[src/rtl/l2_cache_defines.svh]
`ifndef L2_CACHE_DEFINES_SVH
`define L2_CACHE_DEFINES_SVH

// msb of the 64-bit ddr word address
`define L2_ADDRBITS 24

// geometry
`define L2_SETS      128
`define L2_WAYS      4
`define L2_LINEWORDS 8

`define L2_SETBITS  7
`define L2_WAYBITS  2
`define L2_WORDBITS 3
`define L2_TAGBITS  (`L2_ADDRBITS + 1 - `L2_SETBITS - `L2_WORDBITS)

// rom window in cpu word addresses, bytes 0xC0000-0xFFFFF
`define L2_ROM_BASE 30'h30000
`define L2_ROM_TOP  30'h3FFFF

`endif

[src/rtl/l2_cache_pkg.sv]
`include "l2_cache_defines.svh"

package l2_cache_pkg;

	typedef enum logic [1:0] {
		read_ram,
		read_zero,   // above ram, answered without ddr
		write_ram
	} req_kind_t;

	typedef struct packed {
		req_kind_t             kind;
		logic [`L2_ADDRBITS:0] addr;   // 64-bit word address
		logic                  hi;     // upper cpu word of addr
		logic [31:0]           data;
		logic [3:0]            be;
		logic [3:0]            burst;
		logic                  force_fetch;
	} cpu_req_t;

	// one ddr beat, raw or as two cpu words
	typedef union packed {
		logic [63:0] raw;
		struct packed {
			logic [31:0] hi;
			logic [31:0] lo;
		} half;
	} ddr_word_u;

endpackage

[src/rtl/l2_cache_if.sv]
`timescale 1ns/100ps
`include "l2_cache_defines.svh"

interface cache_req_if;
	logic                   valid;    // one-cycle pulse
	l2_cache_pkg::cpu_req_t req;
	logic                   accept;   // controller idle

	modport producer (output valid, output req, input accept);
	modport controller (input valid, input req, output accept);
endinterface


[src/rtl/cpu_req_decode.sv]
`timescale 1ns/100ps
`include "l2_cache_defines.svh"

module cpu_req_decode (
	input  logic        CLK,
	input  logic        rst,
	input  logic [29:0] CPU_ADDR,
	input  logic [31:0] CPU_DIN,
	input  logic [3:0]  CPU_BE,
	input  logic [3:0]  CPU_BURSTCNT,
	input  logic        CPU_RD,
	input  logic        CPU_WE,
	input  logic        DISABLE,
	cache_req_if.producer req
);
	import l2_cache_pkg::*;

	logic     ram_rgn;
	logic     rom_rgn;
	logic     take;
	cpu_req_t nxt;

	assign ram_rgn = ~|CPU_ADDR[29:`L2_ADDRBITS+2];
	assign rom_rgn = (CPU_ADDR >= `L2_ROM_BASE) && (CPU_ADDR <= `L2_ROM_TOP);

	// rom writes and writes above ram never leave here
	assign take = req.accept && !req.valid &&
		(CPU_RD || (CPU_WE && ram_rgn && !rom_rgn));

	always_comb begin
		nxt.kind        = CPU_RD ? (ram_rgn ? read_ram : read_zero) : write_ram;
		nxt.addr        = CPU_ADDR[`L2_ADDRBITS+1:1];
		nxt.hi          = CPU_ADDR[0];
		nxt.data        = CPU_DIN;
		nxt.be          = CPU_BE;
		nxt.burst       = CPU_BURSTCNT;
		nxt.force_fetch = DISABLE;
	end

	always_ff @(posedge CLK) begin
		if (rst)
			req.valid <= 1'b0;
		else
			req.valid <= take;
	end

	always_ff @(posedge CLK) begin
		if (take)
			req.req <= nxt;
	end

	// controller must still be idle when the pulse lands
	assert property (@(posedge CLK) disable iff (rst) req.valid |-> req.accept)
		else $error("request valid while controller not accepting");

endmodule

[src/flat_wrapper.sv]
// flat-port wrapper written by rule: the top's interface ports become plain ports
module cpu_req_decode_flat import l2_cache_pkg::*;
  (CLK, rst, CPU_ADDR, CPU_DIN, CPU_BE, CPU_BURSTCNT, CPU_RD, CPU_WE, DISABLE, req_valid, req_req, req_accept);
  cache_req_if req_i ();
  input  logic CLK;
  input  logic rst;
  input  logic [29:0] CPU_ADDR;
  input  logic [31:0] CPU_DIN;
  input  logic [3:0] CPU_BE;
  input  logic [3:0] CPU_BURSTCNT;
  input  logic CPU_RD;
  input  logic CPU_WE;
  input  logic DISABLE;
  output wire logic [$bits(req_i.valid)-1:0] req_valid;
  output wire logic [$bits(req_i.req)-1:0] req_req;
  input wire logic [$bits(req_i.accept)-1:0] req_accept;
  assign req_valid = req_i.valid;
  assign req_req = req_i.req;
  assign req_i.accept = req_accept;
  cpu_req_decode u_core (.CLK(CLK), .rst(rst), .CPU_ADDR(CPU_ADDR), .CPU_DIN(CPU_DIN), .CPU_BE(CPU_BE), .CPU_BURSTCNT(CPU_BURSTCNT), .CPU_RD(CPU_RD), .CPU_WE(CPU_WE), .DISABLE(DISABLE), .req(req_i));
endmodule
[config.mk]
export PLATFORM = sky130hd
export DESIGN_NAME = cpu_req_decode_flat
export DESIGN_NICKNAME = d
export VERILOG_FILES = /design/src/rtl/l2_cache_pkg.sv /design/src/rtl/l2_cache_if.sv /design/src/rtl/cpu_req_decode.sv /design/src/flat_wrapper.sv
export VERILOG_INCLUDE_DIRS = /design/src /design/src/rtl
export SDC_FILE = /design/constraint.sdc
export NUM_CORES = 1
export LEC_CHECK = 0
export ABC_AREA = 1
export BUFFER_PORTS_ARGS = -buffer_cell sky130_fd_sc_hd__buf_4
export CAP_MARGIN = 5
export CORE_UTILIZATION = 43
export CTS_BUF_LIST = sky130_fd_sc_hd__clkbuf_4 sky130_fd_sc_hd__clkbuf_8
export CTS_CLUSTER_DIAMETER = 40
export DETAILED_ROUTE_END_ITERATION = 10
export PLACE_DENSITY = 0.85
export SYNTH_ARGS = -nofsm -noshare
export SYNTH_HDL_FRONTEND = slang
export SYNTH_SLANG_ARGS = --single-unit
export TNS_END_PERCENT = 30
[constraint.sdc]
create_clock -name CLK -period 3.9 [get_ports CLK]
set_clock_uncertainty 0.2 [all_clocks]
set_input_delay 0.78 -clock CLK [delete_from_list [all_inputs] [get_ports CLK]]
set_output_delay 0.78 -clock CLK [all_outputs]
set_load 0.05 [all_outputs]
==> out/summary.txt <==
Maximum vdd drop - 0.4039 mV
Post-route minimum period - 2.187 ns
Adder-cell share of the synthesized area - 0
First DRT Iteration DRCs - 83
Largest family of logic cells by synthesized area - simple AND/OR/NAND/NOR gates
PwrDens - 480.9 nW/um^2
Slew headroom - 0.7279
Max H-tree Level - 3
Period utilization - 0.5608
Post-Synth XOR/XNOR Area - 0
Drc violations - 0
# IOs - 146
Post-synthesis net count - 168
Hold buffer count at CTS - 0
Min-Delay Path Class - reg -> reg
R2r setup slk - 2.22 ns
GRT Util Overall - 0.1974
Post-synth ARST share - 0
Max-cap violation count - 0
Mapped Cells - 92
Number of nets still failing antenna checks after routing - 0
Most frequent cell after synthesis - edfxtp_1
Commonest cells post-synth - edfxtp_1, nor2_1, inv_1, nand2_1
Synth Area in Compound Gates - 0.004569
Post-synth cell types - 12
Initial Util - 0.4548
Largest net degree at the start of global routing - 52
F_max - 457.2 MHz
Via/cell ratio - 4.442
CTS tree - built
Vias in the first global route - 1391
Final setup fails - 0
Critical Path AT - 2.00 ns
Share of layout cells above drive strength 1 - 0.6575
Status - complete, no violations
Post-CTS setup buffers - 0
P_leak - 1.533 nW
Crit path required time - 3.71 ns
Wire length per cell - 15.95 um
Met1 Usage GRT - 0.2292
Slew Viols, Final - 0
CTS sink count - 70
Die height - 73.38 um
Final core occ - 0.7465
DR vias - 1426
Worst Tran Pin Value - 0.4075 ns
RSZ-0062 raised after global routing - no
Setup TNS - 0 ns
Synthesized flop and latch total - 70
Root buf cell - clkbuf_8
Latest clock arrival within the worst-skew pair - 0.32 ns
Initial antenna violation count - 0
EDFF count, synth - 69
# diodes - 0
Met2 Use GR - 0.3179
Port bufs - 145
CP startpoint kind - input port
Die W - 73.38 um
Post-CTS Resized - 0
Drt first pass iters - 4
Global-route wire length before repair - 7.272 mm
Die ar. - 5385 sq um
Crit Path Max Fanout - 51
CP endpoint kind - flop
Detailed placement HPWL - 3.830 mm
Register area share after synthesis - 0.9549
Final-stage net count - 325
Cell Rows - 25
Post-synth top area share - 0.9457
Mean post-synth cell area - 23.81 sq um
Area growth syn-to-layout - 64.13%
GRT met3 Usage - 0.06996
Simple-gate share of the synthesized area - 0.03198
Class of the most critical setup path - in -> reg
Endpoints failing hold - 0
Yosys warning count - 0
Grt total ovfl - 0
Mapped cell area - 2191 sq um
Drt total wl - 5.119 mm
Busiest grt layer - met2
Dominant cells by area after synthesis - edfxtp_1, nor2_1, dfxtp_1, inv_1, nand2_1
CTS max path bufs - 2
Largest area contributor in the netlist - edfxtp_1
TritonCTS buffer count - 9
Multiplexer share of the synthesized area - 0
Clock Pin Slew Worst Setup and Hold Paths - 0.07 ns
Core area - 4817 sq um
GP Congestion - 0.6934
Synth Flop Type - edfxtp_1
-- state kept, by name, summed over array words and instances, names as in the netlist --
register and cells:
u_core.req.req 69, u_core.req.valid 1
-- layout make-up --
type,instances,area (sq um)
flip-flops and latches,70,2092
fillers,324,1221
repair buffers,146,1109
clock buffers,9,123.9
clock inverters,7,88.84
well taps,67,83.83
multi-input cells,17,80.08
inverters,5,18.77
-- critical path: stages --
cell and delay [ns]:
buf_4 0.11, nor2_1 0.13, nand2_1 0.06, nor2_1 0.08, o21ai_1 0.06, nand2_1 0.07, nand2_2 0.06, inv_2 0.31
buf_12 0.31
-- path summary, 6_finish.rpt --
kind / startpoint / end / depth (start not counted)
max reg2reg: u_core.req.valid$_SDFF_PP0_ / u_core.req.req[56]$_DFFE_PP_ / 4
max: CPU_ADDR[28] / u_core.req.req[56]$_DFFE_PP_ / 9
min: u_core.req.valid$_SDFF_PP0_ / u_core.req.valid$_SDFF_PP0_ / 3
min reg2reg: u_core.req.valid$_SDFF_PP0_ / u_core.req.valid$_SDFF_PP0_ / 3
-- stage by stage --
step | worst slack [ns] | std cells | hold slack (ns) | total power [mW] | instance area, sq um
after floorplan | 0.7314 | 92 | 0.5940 | 1.025 | 2191
after global placement | 1.395 | 305 | 0.3710 | 1.134 | 3383
after detailed placement | 1.352 | 305 | 0.3619 | 1.141 | 3383
after CTS | 1.716 | 321 | 0.3824 | 1.747 | 3596
after global routing | 1.543 | 321 | 0.3861 | 1.791 | 3596
final | 1.713 | 321 | 0.3794 | 1.729 | 3596
-- cells in the final DEF (no fill, tap or decap) --
cell type  count
edfxtp_1      69
clkinv_2       4
nand2_2        1
buf_4        145
inv_1          3
buf_12         1
nor2_4         1
dfxtp_1        1
nand2_1        4
clkinv_4       1
o21ai_1        1
nor2_2         1
clkbuf_8       9
inv_2          2
nor2_1         7
a21oi_1        1
bufinv_16      2
nand3_1        1
-- power by group --
group          internal, mW  total [mW]  switching (mW)
Clock                 0.356       0.607           0.250
Sequential            0.867       0.877         0.00993
Combinational        0.0900       0.245           0.155
Total                  1.31        1.73           0.416
-- metal layers --
layer,vias up,wire (um)
li1,665,-
met5,-,0
met2,93,2612
met4,0,109
met1,659,1877
met3,9,520
-- kinds of logic after synthesis --
family | after synthesis
flops | 70
simple gates | 15
compound gates | 2
buf+inv | 5
Power figures use the tool's default switching activity.
