$ cat config.mk
export PLATFORM = sky130hd
export DESIGN_NAME = ddram_port_flat
export DESIGN_NICKNAME = d
export VERILOG_FILES = /design/src/rtl/l2_cache_if.sv /design/src/rtl/ddram_port.sv /design/src/flat_wrapper.sv
export VERILOG_INCLUDE_DIRS = /design/src /design/src/rtl
export SDC_FILE = /design/constraint.sdc
export NUM_CORES = 1
export LEC_CHECK = 0
export BUFFER_PORTS_ARGS = -buffer_cell sky130_fd_sc_hd__buf_2
export CAP_MARGIN = 20
export CELL_PAD_IN_SITES_DETAIL_PLACEMENT = 1
export CELL_PAD_IN_SITES_GLOBAL_PLACEMENT = 2
export CORE_ASPECT_RATIO = 0.7
export CORE_MARGIN = 2
export CORE_UTILIZATION = 23
export CTS_BUF_LIST = sky130_fd_sc_hd__clkbuf_2
export DETAILED_ROUTE_END_ITERATION = 10
export PLACE_DENSITY = 0.87
export SLEW_MARGIN = 40
export SYNTH_ARGS = -nofsm -noshare
export SYNTH_HDL_FRONTEND = slang
export SYNTH_SLANG_ARGS = --single-unit
$ cat constraint.sdc
create_clock -name CLK -period 3.1 [get_ports CLK]
set_input_delay 0.31 -clock CLK [delete_from_list [all_inputs] [get_ports CLK]]
set_output_delay 0.31 -clock CLK [all_outputs]
set_load 0.01 [all_outputs]
$ cat src/rtl/l2_cache_defines.svh
`ifndef L2_CACHE_DEFINES_SVH
`define L2_CACHE_DEFINES_SVH

// msb of the 64-bit ddr word address
`define L2_ADDRBITS 24

// geometry
`define L2_SETS      128
`define L2_WAYS      4
`define L2_LINEWORDS 8

`define L2_SETBITS  7
`define L2_WAYBITS  2
`define L2_WORDBITS 3
`define L2_TAGBITS  (`L2_ADDRBITS + 1 - `L2_SETBITS - `L2_WORDBITS)

// rom window in cpu word addresses, bytes 0xC0000-0xFFFFF
`define L2_ROM_BASE 30'h30000
`define L2_ROM_TOP  30'h3FFFF

`endif

$ cat src/rtl/l2_cache_if.sv
`timescale 1ns/100ps
`include "l2_cache_defines.svh"


interface ddr_cmd_if;
	logic                  rd;
	logic                  we;
	logic [`L2_ADDRBITS:0] addr;
	logic [63:0]           din;
	logic [7:0]            be;
	logic [7:0]            burstcnt;
	logic                  issue_ready;
	logic [63:0]           rdata;
	logic                  rvalid;

	modport controller (
		output rd, we, addr, din, be, burstcnt,
		input  issue_ready, rdata, rvalid
	);

	modport port (
		input  rd, we, addr, din, be, burstcnt,
		output issue_ready, rdata, rvalid
	);
endinterface

$ cat src/rtl/ddram_port.sv
`timescale 1ns/100ps
`include "l2_cache_defines.svh"

module ddram_port (
	input  logic                  CLK,
	input  logic                  rst,
	ddr_cmd_if.port               cmd,
	input  logic [63:0]           DDRAM_DOUT,
	input  logic                  DDRAM_DOUT_READY,
	input  logic                  DDRAM_BUSY,
	output logic [`L2_ADDRBITS:0] DDRAM_ADDR,
	output logic [63:0]           DDRAM_DIN,
	output logic [7:0]            DDRAM_BE,
	output logic [7:0]            DDRAM_BURSTCNT,
	output logic                  DDRAM_RD,
	output logic                  DDRAM_WE
);
	logic load;

	// a strobe stays up until the ddr side drops busy
	assign load = !DDRAM_BUSY || !(DDRAM_RD || DDRAM_WE);
	assign cmd.issue_ready = !DDRAM_BUSY;

	always_ff @(posedge CLK) begin
		if (rst) begin
			DDRAM_RD <= 1'b0;
			DDRAM_WE <= 1'b0;
		end else if (load) begin
			DDRAM_RD <= cmd.rd;
			DDRAM_WE <= cmd.we;
		end
	end

	always_ff @(posedge CLK) begin
		if (load && (cmd.rd || cmd.we)) begin
			DDRAM_ADDR     <= cmd.addr;
			DDRAM_DIN      <= cmd.din;
			DDRAM_BE       <= cmd.be;
			DDRAM_BURSTCNT <= cmd.burstcnt;
		end
	end

	always_ff @(posedge CLK) begin
		cmd.rdata <= DDRAM_DOUT;
		if (rst)
			cmd.rvalid <= 1'b0;
		else
			cmd.rvalid <= DDRAM_DOUT_READY;
	end

	assert property (@(posedge CLK) disable iff (rst) !(DDRAM_RD && DDRAM_WE))
		else $error("ddr rd and we asserted together");

endmodule

$ cat src/flat_wrapper.sv
// flat-port wrapper written by rule: the top's interface ports become plain ports
module ddram_port_flat 
  (CLK, rst, DDRAM_DOUT, DDRAM_DOUT_READY, DDRAM_BUSY, DDRAM_ADDR, DDRAM_DIN, DDRAM_BE, DDRAM_BURSTCNT, DDRAM_RD, DDRAM_WE, cmd_rd, cmd_we, cmd_addr, cmd_din, cmd_be, cmd_burstcnt, cmd_issue_ready, cmd_rdata, cmd_rvalid);
  ddr_cmd_if cmd_i ();
  input  logic CLK;
  input  logic rst;
  input  logic [63:0] DDRAM_DOUT;
  input  logic DDRAM_DOUT_READY;
  input  logic DDRAM_BUSY;
  output logic [`L2_ADDRBITS:0] DDRAM_ADDR;
  output logic [63:0] DDRAM_DIN;
  output logic [7:0] DDRAM_BE;
  output logic [7:0] DDRAM_BURSTCNT;
  output logic DDRAM_RD;
  output logic DDRAM_WE;
  input wire logic [$bits(cmd_i.rd)-1:0] cmd_rd;
  input wire logic [$bits(cmd_i.we)-1:0] cmd_we;
  input wire logic [$bits(cmd_i.addr)-1:0] cmd_addr;
  input wire logic [$bits(cmd_i.din)-1:0] cmd_din;
  input wire logic [$bits(cmd_i.be)-1:0] cmd_be;
  input wire logic [$bits(cmd_i.burstcnt)-1:0] cmd_burstcnt;
  output wire logic [$bits(cmd_i.issue_ready)-1:0] cmd_issue_ready;
  output wire logic [$bits(cmd_i.rdata)-1:0] cmd_rdata;
  output wire logic [$bits(cmd_i.rvalid)-1:0] cmd_rvalid;
  assign cmd_i.rd = cmd_rd;
  assign cmd_i.we = cmd_we;
  assign cmd_i.addr = cmd_addr;
  assign cmd_i.din = cmd_din;
  assign cmd_i.be = cmd_be;
  assign cmd_i.burstcnt = cmd_burstcnt;
  assign cmd_issue_ready = cmd_i.issue_ready;
  assign cmd_rdata = cmd_i.rdata;
  assign cmd_rvalid = cmd_i.rvalid;
  ddram_port u_core (.CLK(CLK), .rst(rst), .cmd(cmd_i), .DDRAM_DOUT(DDRAM_DOUT), .DDRAM_DOUT_READY(DDRAM_DOUT_READY), .DDRAM_BUSY(DDRAM_BUSY), .DDRAM_ADDR(DDRAM_ADDR), .DDRAM_DIN(DDRAM_DIN), .DDRAM_BE(DDRAM_BE), .DDRAM_BURSTCNT(DDRAM_BURSTCNT), .DDRAM_RD(DDRAM_RD), .DDRAM_WE(DDRAM_WE));
endmodule
==> reports/qor.csv, run 1 <==
metric,value,unit
hpwl,10600,um
netlist_area,4550,um^2
htreeDepth,4,
initial_utilization,23.3,%
ys.warnings.count,0,
place_congestion,0.735,
cts_buffers,17,
cts_hold_buf,167,
core.rowCount,43,
post_cts_buffers,0,
synth.ff_latch_count,172,
syn-instance-count,182,
die_w,172,um
lastStage,clock tree synthesis (4_1_cts),
cts_resized,0,
io_buffer_count,347,
synth_seq_area_share,98.7,%
fp.dieH,122,um
cts.sinks,172,
avgSynthCellArea,25.0,um^2
synth.distinct_cells,9,
syn-num-nets,357,
run_status,aborted with a tool error,
clk_path_buf_depth,2,
io_pins,348,
root_buffer,clkbuf_2,
firstError,[ERROR RSZ-0060] Max buffer count reached.,
## cells by family after synthesis
family,count (synthesis),share of synthesized area (%)
compound gates,6,0.934
flops,172,98.7
simple gates,3,0.302
buf+inv,1,0.0823
## metrics by stage
stage	std cells	area [um^2]	setup slack, ns
after detailed placement	801	6660	1.28
after global placement	801	6660	1.34
after floorplan	182	4560	0.795
## Yosys cell counts
cell      instances  share of area, %
a21bo_1           2              0.44
edfxtp_1        105                69
nand2_1           2              0.16
o21ai_0           1              0.11
nor2b_1           1              0.14
dfxtp_1          67                29
o21a_1            1              0.16
inv_1             1             0.082
a21oi_1           2              0.22
==> run 2: changes to the inputs <==
--- a/config.mk
+++ b/config.mk
@@ -8,14 +8,10 @@
 export LEC_CHECK = 0
 export BUFFER_PORTS_ARGS = -buffer_cell sky130_fd_sc_hd__buf_2
 export CAP_MARGIN = 20
-export CELL_PAD_IN_SITES_DETAIL_PLACEMENT = 1
-export CELL_PAD_IN_SITES_GLOBAL_PLACEMENT = 2
-export CORE_ASPECT_RATIO = 0.7
-export CORE_MARGIN = 2
-export CORE_UTILIZATION = 23
-export CTS_BUF_LIST = sky130_fd_sc_hd__clkbuf_2
+export CORE_AREA = 2 2 136 138
 export DETAILED_ROUTE_END_ITERATION = 10
-export PLACE_DENSITY = 0.87
+export DIE_AREA = 0 0 138 140
+export PLACE_DENSITY_LB_ADDON = 0.15
 export SLEW_MARGIN = 40
 export SYNTH_ARGS = -nofsm -noshare
 export SYNTH_HDL_FRONTEND = slang
==> constraint.sdc (replaced) <==
create_clock -name CLK -period 4.03 [get_ports CLK]
set_input_delay 0.403 -clock CLK [delete_from_list [all_inputs] [get_ports CLK]]
set_output_delay 0.403 -clock CLK [all_outputs]
set_load 0.01 [all_outputs]
==> run 2 against run 1 <==
Net effect:
- area after synthesis did not move
- synthesized cell count is the same
- the flow now finishes without violations
==> reports/qor.csv, run 2 <==
metric,value,unit
run_status,"complete, no violations",
fp.dieH,140,um
clk_path_buf_depth,2,
root_buffer,clkbuf_16,
vias,2962,
pwr-share-clk,40.6,%
ant_nets,0,
synth.most_common_cell,edfxtp_1,
post_drt_wl_per_cell,15.2,um
die_w,138,um
antenna_found_initial,0,
layout_min_cycle_time,1.64,ns
drt-total-wl,12100,um
synth.ff_latch_count,172,
hpwl,9380,um
p_sw_share,22.6,%
hold_class,in -> reg,
top_regs,"u_core.DDRAM_DIN: 64 flops, u_core.cmd.rdata: 64 flops, u_core.DDRAM_ADDR: 25 flops",
p_leak,0.00331,uW
final_common_cell,buf_2,
post_cts_buffers,0,
seq_power_share,51.3,%
seqCellArea,4490,um^2
cts_hold_buf,0,
cp-start-kind,flop,
netlist_area,4550,um^2
cpMaxStageDelayCell,buf_12,
multi_input_area,63.8,um^2
io_buffer_count,347,
yosys.area.top_type,edfxtp_1,
cts_tree,done,
fin_tns_setup,0,ns
cts.sinks,172,
synth_seq_area_share,98.7,%
cpLargestDelayFamily,compound AO/OA/AOI/OAI gates,
worstMarginPinSlew,0.596,ns
core.rowCount,49,
setup_slack,2.39,ns
crit_type,reg -> reg,
dominantRegCellSynth,edfxtp_1,
antenna_cells,0,
fmax,608,MHz
clock_skew,0.00779,ns
dieArea,19300,um^2
rsz0062_at_grt,no,
syn-num-nets,357,
via_per_inst,3.74,
cp.arrival,1.69,ns
drc,0,
grtUsageTotal,12.3,%
slowest_delay,0.39,ns
p_per_area,551,nW/um^2
place_ws,2.32,ns
grt_pass1_wl,17900,um
fillers,1714,
combPwrFrac,8.1,%
clk_latency,0.42,ns
drive_above_1_share,67.6,%
ys.warnings.count,0,
clkTransAtPathRegs,0.07,ns
synth.distinct_cells,9,
cap_violations,0,
avgSynthCellArea,25.0,um^2
synthArstFlopShare,0,%
io_pins,348,
vdd_ir_drop_max,266,uV
ys_top_cells_by_count,"edfxtp_1, dfxtp_1, a21bo_1, a21oi_1, nand2_1",
cts_buffers,17,
synth_area_leaders,"edfxtp_1, dfxtp_1, a21bo_1",
cts_resized,0,
hold_viol_final,0,
end_kind,flop,
firstDrtPassIters,2,
post-synth-top-area-fraction,69.2,%
path_cells,o21ai_0 > o21a_4 > buf_12,
htreeDepth,4,
grt-ovfl-total,0,
worstPathBufferInverterCount,1,
initial_utilization,25.6,%
syn2layout_area_growth,58.1,%
grt_max_degree,106,
required,4.08,ns
drtIter0Drc,99,
synth_edf_count,105,
grt_pass1_vias,3197,
crit_fanout,105,
place_congestion,0.744,
slew_headroom,60.3,%
final_max_slew_viol_count,0,
p_int,3070,uW
post-route-period-util,40.8,%
setup-violations-final,0,
core_area,17800,um^2
syn-instance-count,182,
layout_common_cells,"buf_2, edfxtp_1, dfxtp_1",
switching_power,899,uW
nNetsFinal,724,
-- run 2: cell counts after synthesis --
No cell type changed its count.
-- run 2: path summary, 6_finish.rpt --
kind	to	cells after the start	slack [ns]	startpoint
worst max register to register	u_core.DDRAM_DIN[27]	3	2.39	u_core.DDRAM_RD
worst min-delay path	u_core.cmd.rdata[22]	1	0.08	DDRAM_DOUT[22]
worst max-delay path	u_core.DDRAM_DIN[27]	3	2.39	u_core.DDRAM_RD
worst min register to register	u_core.DDRAM_WE	2	0.50	u_core.DDRAM_WE
-- run 2: layer usage --
layer | up-vias | track usage, % | share of wire, %
met3 | 18 | 6.63 | 11
met4 | 0 | 4.99 | 1.8
met5 | - | 0 | 0
li1 | 1412 | - | -
met1 | 1328 | 12.0 | 34
met2 | 204 | 21.9 | 53
-- run 2: layout make-up --
| type | count | area share (%) |
|---|---|---|
| inverters | 1 | 0.0521 |
| clock inverters | 10 | 1.25 |
| clock buffers | 22 | 7.04 |
| repair buffers | 348 | 24.4 |
| multi-input cells | 9 | 0.886 |
| flip-flops and latches | 172 | 62.4 |
| well taps | 229 | 3.98 |
-- run 2: metrics by stage --
| stage | cell area [um^2] | cells | total power [uW] | util (%) | hold slack, ns |
|---|---|---|---|---|---|
| final | 7200 | 791 | 3970 | 40.5 | 0.0791 |
| after CTS | 7200 | 791 | 4040 | 40.5 | 0.0498 |
| after global routing | 7200 | 791 | 4150 | 40.5 | 0.0459 |
| after global placement | 6610 | 759 | 2400 | 37.1 | 0.463 |
| after detailed placement | 6610 | 759 | 2410 | 37.1 | 0.485 |
| after floorplan | 4550 | 182 | 2190 | - | 0.431 |
-- run 2: kinds of logic after synthesis --
family	share of synthesized area, %
simple gates	0.302
compound gates	0.934
flops	98.7
buf+inv	0.0823
-- run 2: power by group through the flow --
stage | Clock, uW | Combinational (uW) | Sequential, uW
finish | 1610 | 322 | 2040
CTS | 1670 | 332 | 2040
global route | 1750 | 349 | 2050
floorplan | 0 | 30.7 | 2160
detailed placement | 0 | 332 | 2070
global placement | 0 | 328 | 2070
(Power assumes the default switching activity.)
==> run 3: changes to the inputs <==
==> constraint.sdc (replaced) <==
create_clock -name CLK -period 1.6 [get_ports CLK]
set_input_delay 0.16 -clock CLK [delete_from_list [all_inputs] [get_ports CLK]]
set_output_delay 0.16 -clock CLK [all_outputs]
set_load 0.01 [all_outputs]
==> run 3 against run 2 <==
Net effect:
- the run now fails in clock tree synthesis (4_1_cts)
- synthesized cell count stayed put
- area after synthesis stayed put
==> reports/qor.csv, run 3 <==
metric,value,unit
post_cts_buffers,0,
fp.dieH,140,um
synth_edf_count,105,
place_congestion,0.732,
post-synth-top-area-fraction,69.2,%
dp_cells,760,
io_pins,348,
lastStage,clock tree synthesis (4_1_cts),
synth.most_common_cell,edfxtp_1,
synth_seq_area_share,98.7,%
firstError,[ERROR RSZ-0060] Max buffer count reached.,
place_area,6630,um^2
netlist_area,4550,um^2
dominantRegCellSynth,edfxtp_1,
synth_area_leaders,"edfxtp_1, dfxtp_1, a21bo_1",
initial_utilization,25.6,%
io_buffer_count,347,
ys_top_cells_by_count,"edfxtp_1, dfxtp_1, a21bo_1, a21oi_1, nand2_1",
htreeDepth,4,
cts.sinks,172,
syn-instance-count,182,
cts_buffers,17,
synth.ff_latch_count,172,
die_w,138,um
ys.warnings.count,0,
root_buffer,clkbuf_16,
core.rowCount,49,
syn-num-nets,357,
synthArstFlopShare,0,%
run_status,aborted with a tool error,
synth.distinct_cells,9,
cts_hold_buf,159,
cts_resized,0,
clk_path_buf_depth,2,
yosys.area.top_type,edfxtp_1,
avgSynthCellArea,25.0,um^2
==> run 3: cell counts after synthesis <==
Identical to the previous run, type by type.
==> run 3: cell families after synthesis <==
family	count (synthesis)	synth area share, %
AO/OA/AOI/OAI	6	0.934
buffers and inverters	1	0.0823
flip-flops	172	98.7
AND/OR/NAND/NOR	3	0.302
==> run 3: per-stage QoR <==
step | hold slack, ns | setup slack [ns]
after floorplan | 0.188 | -0.107
after global placement | 0.262 | 0.310
after detailed placement | 0.264 | 0.298
