## config.mk

```make
export PLATFORM = sky130hd
export DESIGN_NAME = l2_cache_flat
export DESIGN_NICKNAME = d
export VERILOG_FILES = /design/src/rtl/l2_cache_pkg.sv /design/src/rtl/l2_cache_if.sv /design/src/rtl/l2_cache.sv /design/src/flat_wrapper.sv
export VERILOG_INCLUDE_DIRS = /design/src /design/src/rtl
export SDC_FILE = /design/constraint.sdc
export NUM_CORES = 1
export LEC_CHECK = 0
export ABC_AREA = 1
export ABC_CLOCK_PERIOD_IN_PS = 2200
export BUFFER_PORTS_ARGS = -buffer_cell sky130_fd_sc_hd__buf_4
export CELL_PAD_IN_SITES_DETAIL_PLACEMENT = 1
export CELL_PAD_IN_SITES_GLOBAL_PLACEMENT = 1
export CORE_AREA = 2 2 194 196
export CTS_CLUSTER_SIZE = 16
export DETAILED_ROUTE_END_ITERATION = 8
export DIE_AREA = 0 0 196 198
export HOLD_SLACK_MARGIN = 0.03
export PLACE_DENSITY = 0.6
export SLEW_MARGIN = 20
export SYNTH_ARGS = -nofsm -noshare
export SYNTH_HDL_FRONTEND = slang
export SYNTH_SLANG_ARGS = --single-unit
```

## constraint.sdc

```tcl
create_clock -name CLK -period 2.2 [get_ports CLK]
set_clock_uncertainty 0.15 [all_clocks]
set_input_delay 0.22 -clock CLK [delete_from_list [all_inputs] [get_ports CLK]]
set_output_delay 0.22 -clock CLK [all_outputs]
set_load 0.02 [all_outputs]
```

## src/rtl/l2_cache_defines.svh

```systemverilog
`ifndef L2_CACHE_DEFINES_SVH
`define L2_CACHE_DEFINES_SVH

// msb of the 64-bit ddr word address
`define L2_ADDRBITS 24

// geometry
`define L2_SETS      128
`define L2_WAYS      4
`define L2_LINEWORDS 8

`define L2_SETBITS  7
`define L2_WAYBITS  2
`define L2_WORDBITS 3
`define L2_TAGBITS  (`L2_ADDRBITS + 1 - `L2_SETBITS - `L2_WORDBITS)

// rom window in cpu word addresses, bytes 0xC0000-0xFFFFF
`define L2_ROM_BASE 30'h30000
`define L2_ROM_TOP  30'h3FFFF

`endif

```

## src/rtl/l2_cache_pkg.sv

```systemverilog
`include "l2_cache_defines.svh"

package l2_cache_pkg;

	typedef enum logic [1:0] {
		read_ram,
		read_zero,   // above ram, answered without ddr
		write_ram
	} req_kind_t;

	typedef struct packed {
		req_kind_t             kind;
		logic [`L2_ADDRBITS:0] addr;   // 64-bit word address
		logic                  hi;     // upper cpu word of addr
		logic [31:0]           data;
		logic [3:0]            be;
		logic [3:0]            burst;
		logic                  force_fetch;
	} cpu_req_t;

	// one ddr beat, raw or as two cpu words
	typedef union packed {
		logic [63:0] raw;
		struct packed {
			logic [31:0] hi;
			logic [31:0] lo;
		} half;
	} ddr_word_u;

endpackage

```

## src/rtl/l2_cache_if.sv

```systemverilog
`timescale 1ns/100ps
`include "l2_cache_defines.svh"

interface cache_req_if;
	logic                   valid;    // one-cycle pulse
	l2_cache_pkg::cpu_req_t req;
	logic                   accept;   // controller idle

	modport producer (output valid, output req, input accept);
	modport controller (input valid, input req, output accept);
endinterface

interface ddr_cmd_if;
	logic                  rd;
	logic                  we;
	logic [`L2_ADDRBITS:0] addr;
	logic [63:0]           din;
	logic [7:0]            be;
	logic [7:0]            burstcnt;
	logic                  issue_ready;
	logic [63:0]           rdata;
	logic                  rvalid;

	modport controller (
		output rd, we, addr, din, be, burstcnt,
		input  issue_ready, rdata, rvalid
	);

	modport port (
		input  rd, we, addr, din, be, burstcnt,
		output issue_ready, rdata, rvalid
	);
endinterface

```

## src/rtl/l2_cache.sv

```systemverilog
`timescale 1ns/100ps
`include "l2_cache_defines.svh"

module l2_cache (
	input  logic                               CLK,
	input  logic                               rst,
	cache_req_if.controller                    req,
	ddr_cmd_if.controller                      cmd,
	output logic [`L2_SETBITS-1:0]             set,
	output logic [`L2_TAGBITS-1:0]             tag,
	output logic                               lookup,
	output logic                               fill_we,
	output l2_cache_pkg::ddr_word_u            fill_word,
	output logic [`L2_WAYBITS-1:0]             fill_way,
	output logic                               write_we,
	output logic [7:0]                         write_be,
	output logic [63:0]                        write_data,
	output logic                               commit,
	output logic                               touch,
	output logic [`L2_WAYBITS-1:0]             touch_way,
	output logic [`L2_SETBITS+`L2_WORDBITS:0]  rd_addr,
	output logic                               inval_set,
	input  logic                               hit,
	input  logic [`L2_WAYBITS-1:0]             hit_way,
	input  logic [`L2_WAYBITS-1:0]             victim_way,
	input  logic [31:0]                        rd_data,
	output logic [31:0]                        CPU_DOUT,
	output logic                               CPU_DOUT_READY,
	output logic                               CPU_BUSY
);
	import l2_cache_pkg::*;

	localparam logic [2:0] st_init    = 3'd0;
	localparam logic [2:0] st_idle    = 3'd1;
	localparam logic [2:0] st_lookup  = 3'd2;
	localparam logic [2:0] st_issue   = 3'd3;
	localparam logic [2:0] st_fill    = 3'd4;
	localparam logic [2:0] st_commit  = 3'd5;
	localparam logic [2:0] st_readout = 3'd6;
	localparam logic [2:0] st_write   = 3'd7;

	logic [2:0]              state;
	cpu_req_t                cur;
	cpu_req_t                cur_next;
	logic                    last_word;
	logic                    word_done;
	logic [`L2_SETBITS-1:0]  cur_set;
	logic [`L2_SETBITS-1:0]  sweep_set;
	logic [`L2_WORDBITS-1:0] beat;
	logic                    zero_out;
	ddr_word_u               wr_word;

	// request after one burst word, halves alternate
	always_comb begin
		cur_next       = cur;
		cur_next.hi    = ~cur.hi;
		cur_next.addr  = cur.addr + {{`L2_ADDRBITS{1'b0}}, cur.hi};
		cur_next.burst = cur.burst - 4'd1;
	end
	assign last_word = cur.burst <= 4'd1;
	assign word_done = (lookup && hit && !cur.force_fetch) || (state == st_readout);

	assign cur_set   = cur.addr[`L2_SETBITS+`L2_WORDBITS-1:`L2_WORDBITS];
	assign set       = (state == st_init) ? sweep_set : cur_set;
	assign tag       = cur.addr[`L2_ADDRBITS:`L2_SETBITS+`L2_WORDBITS];
	assign rd_addr   = {cur_set, (state == st_fill) ? beat : cur.addr[`L2_WORDBITS-1:0], cur.hi};
	assign lookup    = state == st_lookup;
	assign inval_set = state == st_init;
	assign commit    = state == st_commit;
	assign touch     = lookup && hit && !cur.force_fetch;
	assign touch_way = hit_way;

	assign fill_we       = (state == st_fill) && cmd.rvalid;
	assign fill_word.raw = cmd.rdata;

	// cpu word goes out on both halves, be picks the lane
	always_comb begin
		wr_word.half.hi = cur.data;
		wr_word.half.lo = cur.data;
	end
	assign write_data = wr_word.raw;
	assign write_be   = cur.hi ? {cur.be, 4'h0} : {4'h0, cur.be};
	assign write_we   = (state == st_write) && hit && cmd.issue_ready;  // update in place only

	assign cmd.rd       = (state == st_issue) && cmd.issue_ready;
	assign cmd.we       = (state == st_write) && cmd.issue_ready;
	assign cmd.addr     = (state == st_issue) ?
		{cur.addr[`L2_ADDRBITS:`L2_WORDBITS], {`L2_WORDBITS{1'b0}}} : cur.addr;
	assign cmd.din      = wr_word.raw;
	assign cmd.be       = write_be;
	assign cmd.burstcnt = (state == st_issue) ? 8'(`L2_LINEWORDS) : 8'd1;

	assign req.accept = state == st_idle;
	assign CPU_BUSY   = (state != st_idle) || req.valid || !cmd.issue_ready;
	assign CPU_DOUT   = zero_out ? 32'h0 : rd_data;

	always_ff @(posedge CLK) begin
		if (rst) begin
			state          <= st_init;
			sweep_set      <= '0;
			beat           <= '0;
			CPU_DOUT_READY <= 1'b0;
		end else begin
			CPU_DOUT_READY <= 1'b0;
			case (state)
				st_init: begin
					sweep_set <= sweep_set + 1'b1;
					if (sweep_set == `L2_SETBITS'(`L2_SETS - 1))
						state <= st_idle;
				end
				st_idle: begin
					if (req.valid) begin
						case (req.req.kind)
							read_zero: state <= st_readout;
							write_ram: state <= st_write;
							default:   state <= st_lookup;
						endcase
					end
				end
				st_lookup: begin
					if (hit && !cur.force_fetch) begin
						CPU_DOUT_READY <= 1'b1;
						if (last_word)
							state <= st_idle;
					end else
						state <= st_issue;
				end
				st_issue: begin
					if (cmd.issue_ready) begin
						beat  <= '0;
						state <= st_fill;
					end
				end
				st_fill: begin
					if (cmd.rvalid) begin
						beat <= beat + 1'b1;
						if (beat == '1)
							state <= st_commit;
					end
				end
				st_commit: state <= st_lookup;   // re-run as a hit
				st_readout: begin
					CPU_DOUT_READY <= 1'b1;
					if (last_word)
						state <= st_idle;
				end
				st_write: begin
					if (cmd.issue_ready)
						state <= st_idle;
				end
				default: state <= st_idle;
			endcase
		end
	end

	always_ff @(posedge CLK) begin
		if ((state == st_idle) && req.valid)
			cur <= req.req;
		else if (word_done)
			cur <= cur_next;
		else if (commit)
			cur.force_fetch <= 1'b0;

		// forced refetch reuses the matching way
		if (lookup) begin
			fill_way <= hit ? hit_way : victim_way;
			zero_out <= 1'b0;
		end else if (state == st_readout)
			zero_out <= 1'b1;
	end

endmodule

```

## src/flat_wrapper.sv

```systemverilog
// flat-port wrapper written by rule: the top's interface ports become plain ports
module l2_cache_flat import l2_cache_pkg::*;
  (CLK, rst, set, tag, lookup, fill_we, fill_word, fill_way, write_we, write_be, write_data, commit, touch, touch_way, rd_addr, inval_set, hit, hit_way, victim_way, rd_data, CPU_DOUT, CPU_DOUT_READY, CPU_BUSY, req_valid, req_req, req_accept, cmd_rd, cmd_we, cmd_addr, cmd_din, cmd_be, cmd_burstcnt, cmd_issue_ready, cmd_rdata, cmd_rvalid);
  cache_req_if req_i ();
  ddr_cmd_if cmd_i ();
  input  logic CLK;
  input  logic rst;
  output logic [`L2_SETBITS-1:0] set;
  output logic [`L2_TAGBITS-1:0] tag;
  output logic lookup;
  output logic fill_we;
  output l2_cache_pkg::ddr_word_u fill_word;
  output logic [`L2_WAYBITS-1:0] fill_way;
  output logic write_we;
  output logic [7:0] write_be;
  output logic [63:0] write_data;
  output logic commit;
  output logic touch;
  output logic [`L2_WAYBITS-1:0] touch_way;
  output logic [`L2_SETBITS+`L2_WORDBITS:0] rd_addr;
  output logic inval_set;
  input  logic hit;
  input  logic [`L2_WAYBITS-1:0] hit_way;
  input  logic [`L2_WAYBITS-1:0] victim_way;
  input  logic [31:0] rd_data;
  output logic [31:0] CPU_DOUT;
  output logic CPU_DOUT_READY;
  output logic CPU_BUSY;
  input wire logic [$bits(req_i.valid)-1:0] req_valid;
  input wire logic [$bits(req_i.req)-1:0] req_req;
  output wire logic [$bits(req_i.accept)-1:0] req_accept;
  output wire logic [$bits(cmd_i.rd)-1:0] cmd_rd;
  output wire logic [$bits(cmd_i.we)-1:0] cmd_we;
  output wire logic [$bits(cmd_i.addr)-1:0] cmd_addr;
  output wire logic [$bits(cmd_i.din)-1:0] cmd_din;
  output wire logic [$bits(cmd_i.be)-1:0] cmd_be;
  output wire logic [$bits(cmd_i.burstcnt)-1:0] cmd_burstcnt;
  input wire logic [$bits(cmd_i.issue_ready)-1:0] cmd_issue_ready;
  input wire logic [$bits(cmd_i.rdata)-1:0] cmd_rdata;
  input wire logic [$bits(cmd_i.rvalid)-1:0] cmd_rvalid;
  assign req_i.valid = req_valid;
  assign req_i.req = req_req;
  assign req_accept = req_i.accept;
  assign cmd_rd = cmd_i.rd;
  assign cmd_we = cmd_i.we;
  assign cmd_addr = cmd_i.addr;
  assign cmd_din = cmd_i.din;
  assign cmd_be = cmd_i.be;
  assign cmd_burstcnt = cmd_i.burstcnt;
  assign cmd_i.issue_ready = cmd_issue_ready;
  assign cmd_i.rdata = cmd_rdata;
  assign cmd_i.rvalid = cmd_rvalid;
  l2_cache u_core (.CLK(CLK), .rst(rst), .req(req_i), .cmd(cmd_i), .set(set), .tag(tag), .lookup(lookup), .fill_we(fill_we), .fill_word(fill_word), .fill_way(fill_way), .write_we(write_we), .write_be(write_be), .write_data(write_data), .commit(commit), .touch(touch), .touch_way(touch_way), .rd_addr(rd_addr), .inval_set(inval_set), .hit(hit), .hit_way(hit_way), .victim_way(victim_way), .rd_data(rd_data), .CPU_DOUT(CPU_DOUT), .CPU_DOUT_READY(CPU_DOUT_READY), .CPU_BUSY(CPU_BUSY));
endmodule
```

==> results of run 1 <==
synthesized netlist by cell type:
| master | number | area share (%) |
|---|---|---|
| nor3_1 | 9 | 0.67 |
| a31oi_1 | 1 | 0.093 |
| buf_6 | 8 | 1.3 |
| xor2_1 | 8 | 1.0 |
| xnor2_1 | 6 | 0.78 |
| dfxtp_1 | 15 | 4.5 |
| inv_2 | 7 | 0.39 |
| a21oi_1 | 15 | 1.1 |
| clkbuf_1 | 6 | 0.34 |
| o21ai_1 | 4 | 0.30 |
| nand2_4 | 1 | 0.17 |
| ha_1 | 8 | 1.5 |
| o21ai_0 | 21 | 1.6 |
| nand2_1 | 166 | 9.3 |
| o21bai_1 | 2 | 0.22 |
| conb_1 | 1 | 0.056 |
| buf_4 | 259 | 29 |
| edfxtp_1 | 69 | 31 |
| nor2_1 | 127 | 7.1 |
| nand3_2 | 2 | 0.30 |
| nand3_1 | 29 | 2.2 |
| nor4_1 | 1 | 0.093 |
| inv_1 | 112 | 6.3 |
| or2_2 | 1 | 0.093 |
| nand2_2 | 2 | 0.19 |
| nor2_4 | 4 | 0.67 |
| and2_1 | 1 | 0.093 |
per-stage QoR:
step                      utilization [%]  hold WS [ps]  cell area, sq um  setup WS [ps]  cells
after global routing                24.61         56.65              9094          4.685   1549
after detailed placement            22.06         290.1              8154          84.87   1468
after global placement              22.06         290.1              8154          128.0   1468
final                               24.61         50.00              9094          127.4   1549
after CTS                           24.59         38.24              9089          42.05   1549
after floorplan                         -         243.0              6749          124.8    890
cell usage in the layout, fill, tap and decap left out, types with 6 or more instances in the layout:
| master | instances |
|---|---|
| inv_1 | 112 |
| nand2_1 | 163 |
| edfxtp_1 | 69 |
| nand3_1 | 29 |
| o21ai_0 | 21 |
| clkbuf_16 | 9 |
| nor2_1 | 126 |
| xor2_1 | 8 |
| xnor2_1 | 6 |
| dlygate4sd3_1 | 65 |
| dfxtp_1 | 14 |
| ha_1 | 8 |
| buf_4 | 374 |
| inv_2 | 6 |
| a21oi_1 | 15 |
| conb_1 | 6 |
| nor3_1 | 9 |
path summary, 6_finish.rpt:
kind                                     start                            to  slack (ps)  cells after the start
setup / recovery  u_core.state[1]$_SDFFE_PP0P_                        lookup         130                      3
hold / removal                      req_req[8]       u_core.cur[8]$_DFFE_PP_          50                      3
setup reg to reg   u_core.rd_addr[0]$_DFFE_PP_       u_core.tag[4]$_DFFE_PP_         170                      9
hold reg to reg   u_core.zero_out$_SDFFE_PP0P_  u_core.zero_out$_SDFFE_PP0P_         320                      2
routing by layer:
layer	vias to the layer above	track usage, %
li1	2810	-
met2	251	20.56
met5	-	0
met3	11	3.713
met1	2625	12.54
met4	0	2.301
timing repair:
action / in CTS / in global routing
endpoints found under the hold margin: 70 / 0
hold buffers: 65 / 0
setup endpoints to repair: 7 / 6
resized for setup: 2 / 2
cell type report:
| type | instances | area share (%) |
|---|---|---|
| Multi-Input combinational cell | 414 | 20.68 |
| Clock buffer | 13 | 2.642 |
| Tap cell | 474 | 6.522 |
| Sequential cell | 84 | 26.10 |
| Timing Repair Buffer | 442 | 38.69 |
| Inverter | 119 | 4.926 |
| Clock inverter | 3 | 0.4403 |
sequential cells by signal, summed over array words and instances, names as in the netlist:
register / flops
u_core.cmd.din: 32
u_core.sweep_set: 7
u_core.state: 3
u_core.beat: 3
u_core.rd_addr: 8
u_core.CPU_DOUT_READY: 1
u_core.zero_out: 1
u_core.fill_way: 2
u_core.cur: 12
u_core.tag: 15
power by group:
group / switching [W] / leakage [nW] / internal [W]
registers: 0.000218 / 0.761 / 0.00200
logic: 0.00163 / 3.60 / 0.00113
clock network: 0.000668 / 0.138 / 0.000880
logic make-up after synthesis:
| logic type | share of synthesized area, % |
|---|---|
| AOI/OAI and AO/OA | 3.295 |
| xor gates and xnor gates | 1.824 |
| adders and majority gates | 1.489 |
| buffers and inverters | 37.25 |
| DFF | 35.29 |
| other | 0.05579 |
| and+or+nand+nor | 20.79 |
worst max-delay path, cell delays in order, from the launching register on:
cell,delay (ps)
dfxtp_1,510
nand2_1,190
nor2_1,420
buf_4,230
==> metrics.md, run 1 <==
| Metric | Value |
|---|---|
| Filler Cells Inserted | `4,519` |
| Chip Height | `198 microns` |
| Core footprint | `36,960 sq um` |
| Post-CTS Setup Inserts | `0` |
| IO Port Bufs | `361` |
| CTS tree | `built` |
| Clock Path Buffers | `2` |
| Slew Viols, Final | `0` |
| Fin crit period | `2073 ps` |
| Share of cells above drive strength 1 | `38.33%` |
| Mean area per synthesized cell | `7.595 sq um` |
| Largest net degree at the start of global routing | `39` |
| IR drop worst, VDD | `347.6 uV` |
| Metal2 WL | `11,720 microns` |
| Synth Instances | `885` |
| Critical path type | `reg2out` |
| Die W | `196 microns` |
| Area of the mapped netlist | `6721 sq um` |
| Worst hold path class | `in2reg` |
| Period utilization | `94.21%` |
| Area growth syn-to-layout | `35.29%` |
| DRT Wirelength | `22,750 microns` |
| Finish-stage setup viols | `0` |
| Fin. Hold Viols | `0` |
| Antenna fix cells | `0` |
| Maxcap violations | `0` |
| Req. time, crit path | `1830 ps` |
| Synthesis-stage register bit count | `84` |
| I/O Pins | `496` |
| Die area | `38,810 sq um` |
| DP HPWL | `18,090 microns` |
| Vias after detailed routing | `5,697` |
| DR DRC count | `0` |
| Leak | `4.501 nW` |
| Total CTS buffers | `9` |
| Reg area | `2374 sq um` |
| Multi-input gate area | `1881 sq um` |
| CTS H-tree lvls | `3` |
| Initial Utilization | `18.19%` |
| Max Clk Rate | `482.5 MHz` |
| Final net count | `1,253` |
| RSZ-0062 raised after global routing | `false` |
| Crit start category | `flip-flop` |
| Final ANT Viol Nets | `0` |
| Met3 WL | `1810 microns` |
| First-pass GRT wire length | `32,970 microns` |
| GPL Wtd Cong | `0.7599` |
| Outcome | `complete, no violations` |
| Cell variety after synth | `27` |
| Worst-path clk slew | `70 ps` |
| Top Metal Used | `met4` |
| WL met1 | `9061 microns` |
| Total iterations of the first detailed-routing run | `4` |
| FP Rows | `71` |
| Critical Path Fanout Max | `8` |
| # clock sinks | `84` |
| Seq/Total Area, Yosys | `35.29%` |
| Total chip power | `0.006522 W` |
| Final setup TNS | `0 ps` |
| Cell Pwr Density | `717.2 nW/um^2` |
| CTS root buf | `clkbuf_16` |
| CP arrival | `1700 ps` |
| All-Layer GR Usage | `11.18%` |
| Initial antenna violation count | `0` |
| Vias in the first global route | `5,656` |
| Routed len/inst | `14.69 microns` |
| GRT Residual Overflow | `0` |
| Clk_lat worst skew | `350 ps` |
| Endpoint type of the worst setup path | `output pin` |
| Detailed Route Iter0 Violations | `142` |
| Vias per cell | `3.678` |
| Number of synthesis warnings | `0` |
(Power assumes the default switching activity.)
==> run 2, diff against run 1 <==
Settings changed: CTS_BUF_LIST set to sky130_fd_sc_hd__clkbuf_8, PLACE_DENSITY 0.6 to not set, PLACE_DENSITY_LB_ADDON set to 0.1.
==> run 2 against run 1 <==
Against the previous run:
- global-route usage is 0.23 points higher
- combinational power hardly changed
- total power is 5.7% lower
- wire length is 1.4% higher
- clock-buffer cell count is 4 lower
- clock power is 25% lower
- via count hardly changed
- final cell count is 0.45% higher
- critical path type is now reg2reg
==> metrics.md, run 2 (synthesized netlist as in run 1, its figures left out) <==
| Metric | Value |
|---|---|
| Area growth syn-to-layout | `35.07%` |
| Final net count | `1,259 (+0.48%)` |
| Detailed Route Iter0 Violations | `137 (-3.5%)` |
| Final setup TNS | `0 ps (unchanged)` |
| Final ANT Viol Nets | `0 (unchanged)` |
| Critical path type | `reg2reg` |
| Crit path largest cell delay | `420 ps (-90 ps)` |
| Final WS setup | `180.3 ps (+52.95 ps)` |
| Total CTS buffers | `9 (unchanged)` |
| Min-delay src | `cmd_issue_ready` |
| Vias after detailed routing | `5,692 (-0.088%)` |
| Die area | `38,810 sq um (unchanged)` |
| Initial antenna violation count | `1 (+1)` |
| Fin. Hold Viols | `0 (unchanged)` |
| Finish-stage setup viols | `0 (unchanged)` |
| IR drop worst, VDD | `230.3 uV (-34%)` |
| Vias in the first global route | `5,600 (-0.99%)` |
| Leak | `4.492 nW (-0.21%)` |
| Met3 WL | `1554 microns (-14%)` |
| Reg2reg start | `u_core.rd_addr[0]$_DFFE_PP_` |
| DRT Wirelength | `23,060 microns (+1.4%)` |
| CP arrival | `2020 ps (+320 ps)` |
| Filler Cells Inserted | `4,467 (-1.2%)` |
| Clock Path Buffers | `2 (unchanged)` |
| Crit start category | `flip-flop` |
| Largest net degree at the start of global routing | `46 (+18%)` |
| # clock sinks | `84 (unchanged)` |
| Cell Pwr Density | `677.2 nW/um^2 (-5.6%)` |
| DP HPWL | `18,210 microns (+0.70%)` |
| Worst-path clk slew | `100 ps (+30 ps)` |
| RSZ-0062 raised after global routing | `false` |
| IO Port Bufs | `361 (unchanged)` |
| Max Clk Rate | `495.1 MHz (+2.6%)` |
| CTS root buf | `clkbuf_8` |
| Period utilization | `91.80% (-2.4 points)` |
| Final core occ | `24.57% (-0.041 points)` |
| CTS tree | `built` |
| All-Layer GR Usage | `11.41% (+0.23 points)` |
| Fin crit period | `2020 ps (-52.95 ps)` |
| Most frequent cells in the layout | `buf_4 (372), nand2_1 (164), nor2_1 (123)` |
| Clk_lat worst skew | `380 ps (+30 ps)` |
| Endpoint type of the worst setup path | `flip-flop` |
| First-pass GRT wire length | `33,660 microns (+2.1%)` |
| FP Rows | `71 (unchanged)` |
| Req. time, crit path | `2200 ps (+370 ps)` |
| Slew Viols, Final | `0 (unchanged)` |
| Total iterations of the first detailed-routing run | `4 (unchanged)` |
| Most used cell, CP | `nand2_1` |
| Slowest cell on the critical path | `edfxtp_1` |
| Core footprint | `36,960 sq um (unchanged)` |
| Share of cells above drive strength 1 | `38.48% (+0.16 points)` |
| Critical path, cell by cell | `ha_1 > ha_2 > nand2_1 > nor2_2 > nand2_2 > nor2_4 > or2_2 > nand3_2 > nand2_1` |
| Initial Utilization | `18.19% (unchanged)` |
| Post-Place Worst Slack | `22.38 ps (-62.49 ps)` |
| Routed len/inst | `14.82 microns (+0.91%)` |
| Outcome | `complete, no violations` |
| Top Metal Used | `met4` |
| WL met1 | `9696 microns (+7.0%)` |
| CP Buf/Inv Count | `0 (-1)` |
| Maxcap violations | `0 (unchanged)` |
| GPL Wtd Cong | `0.6995 (-7.9%)` |
| Chip Height | `198 microns (unchanged)` |
| Largest register FFs | `32 (unchanged)` |
| GRT Residual Overflow | `0 (unchanged)` |
| Critical Path Fanout Max | `6 (-2)` |
| Worst setup path startpoint | `u_core.rd_addr[0]$_DFFE_PP_` |
| Worst hold path class | `in2reg` |
| CTS H-tree lvls | `3 (unchanged)` |
| DR DRC count | `0 (unchanged)` |
| Vias per cell | `3.658 (-0.54%)` |
| Worst hold slack | `70.50 ps (+20.50 ps)` |
| Top delay family on crit path | `simple AND/OR/NAND/NOR gates` |
| Die W | `196 microns (unchanged)` |
| Metal2 WL | `11,590 microns (-1.1%)` |
| I/O Pins | `496 (unchanged)` |
| Commonest non-fill, non-tap cell in the layout | `buf_4` |
==> run 2: where the power goes <==
| group | switching (W) | total, W | internal (W) |
|---|---|---|---|
| combinational | 0.00163 | 0.00277 | 0.00113 |
| clock | 0.000652 | 0.00117 | 0.000516 |
| sequential | 0.000218 | 0.00221 | 0.00199 |
==> run 2: layout make-up <==
type | instances | area, sq um | share of cell area, %
Inverter | 119 | 447.9 | 4.934
Antenna cell | 1 | 2.502 | 0.02756
Multi-Input combinational cell | 414 | 1888 | 20.80
Clock inverter | 7 | 61.31 | 0.6753
Sequential cell | 84 | 2377 | 26.19
Tap cell | 474 | 593.1 | 6.533
Clock buffer | 9 | 123.9 | 1.364
Timing Repair Buffer | 448 | 3585 | 39.48
==> run 2: worst paths after layout <==
path | endpoint | slack (ps) | cells past startpoint
max | u_core.tag[4]$_DFFE_PP_ | 180 | 9
min | u_core.beat[0]$_SDFFE_PP0P_ | 70 | 4
max reg2reg | u_core.tag[4]$_DFFE_PP_ | 180 | 9
min reg2reg | u_core.beat[2]$_SDFFE_PP0P_ | 340 | 2
==> run 2: what timing repair did <==
action                     CTS  global route
gates resized for setup      1             9
setup endpoints to repair    5            14
setup buffers                0             0
hold buffers                72             0
hold endpoints to repair    78             0
==> run 2: through the flow <==
stage                     cells  area (sq um)  power (W)
after CTS                  1555          9054   0.006321
after floorplan             890          6749   0.004291
after global routing       1556          9079   0.006594
after detailed placement   1467          8147   0.004969
after global placement     1467          8147   0.004979
final                      1556          9079   0.006148
==> run 2: tightest hold or removal path, cell delays in order <==
cell,delay [ps]
buf_4,90
nand2_1,80
nand2_1,100
a21oi_1,60
==> run 2: metal layers <==
layer | global-route usage (%) | up-vias
met4 | 2.666 | 0
met5 | 0 | -
li1 | - | 2819
met3 | 3.202 | 14
met2 | 20.72 | 252
met1 | 13.26 | 2607
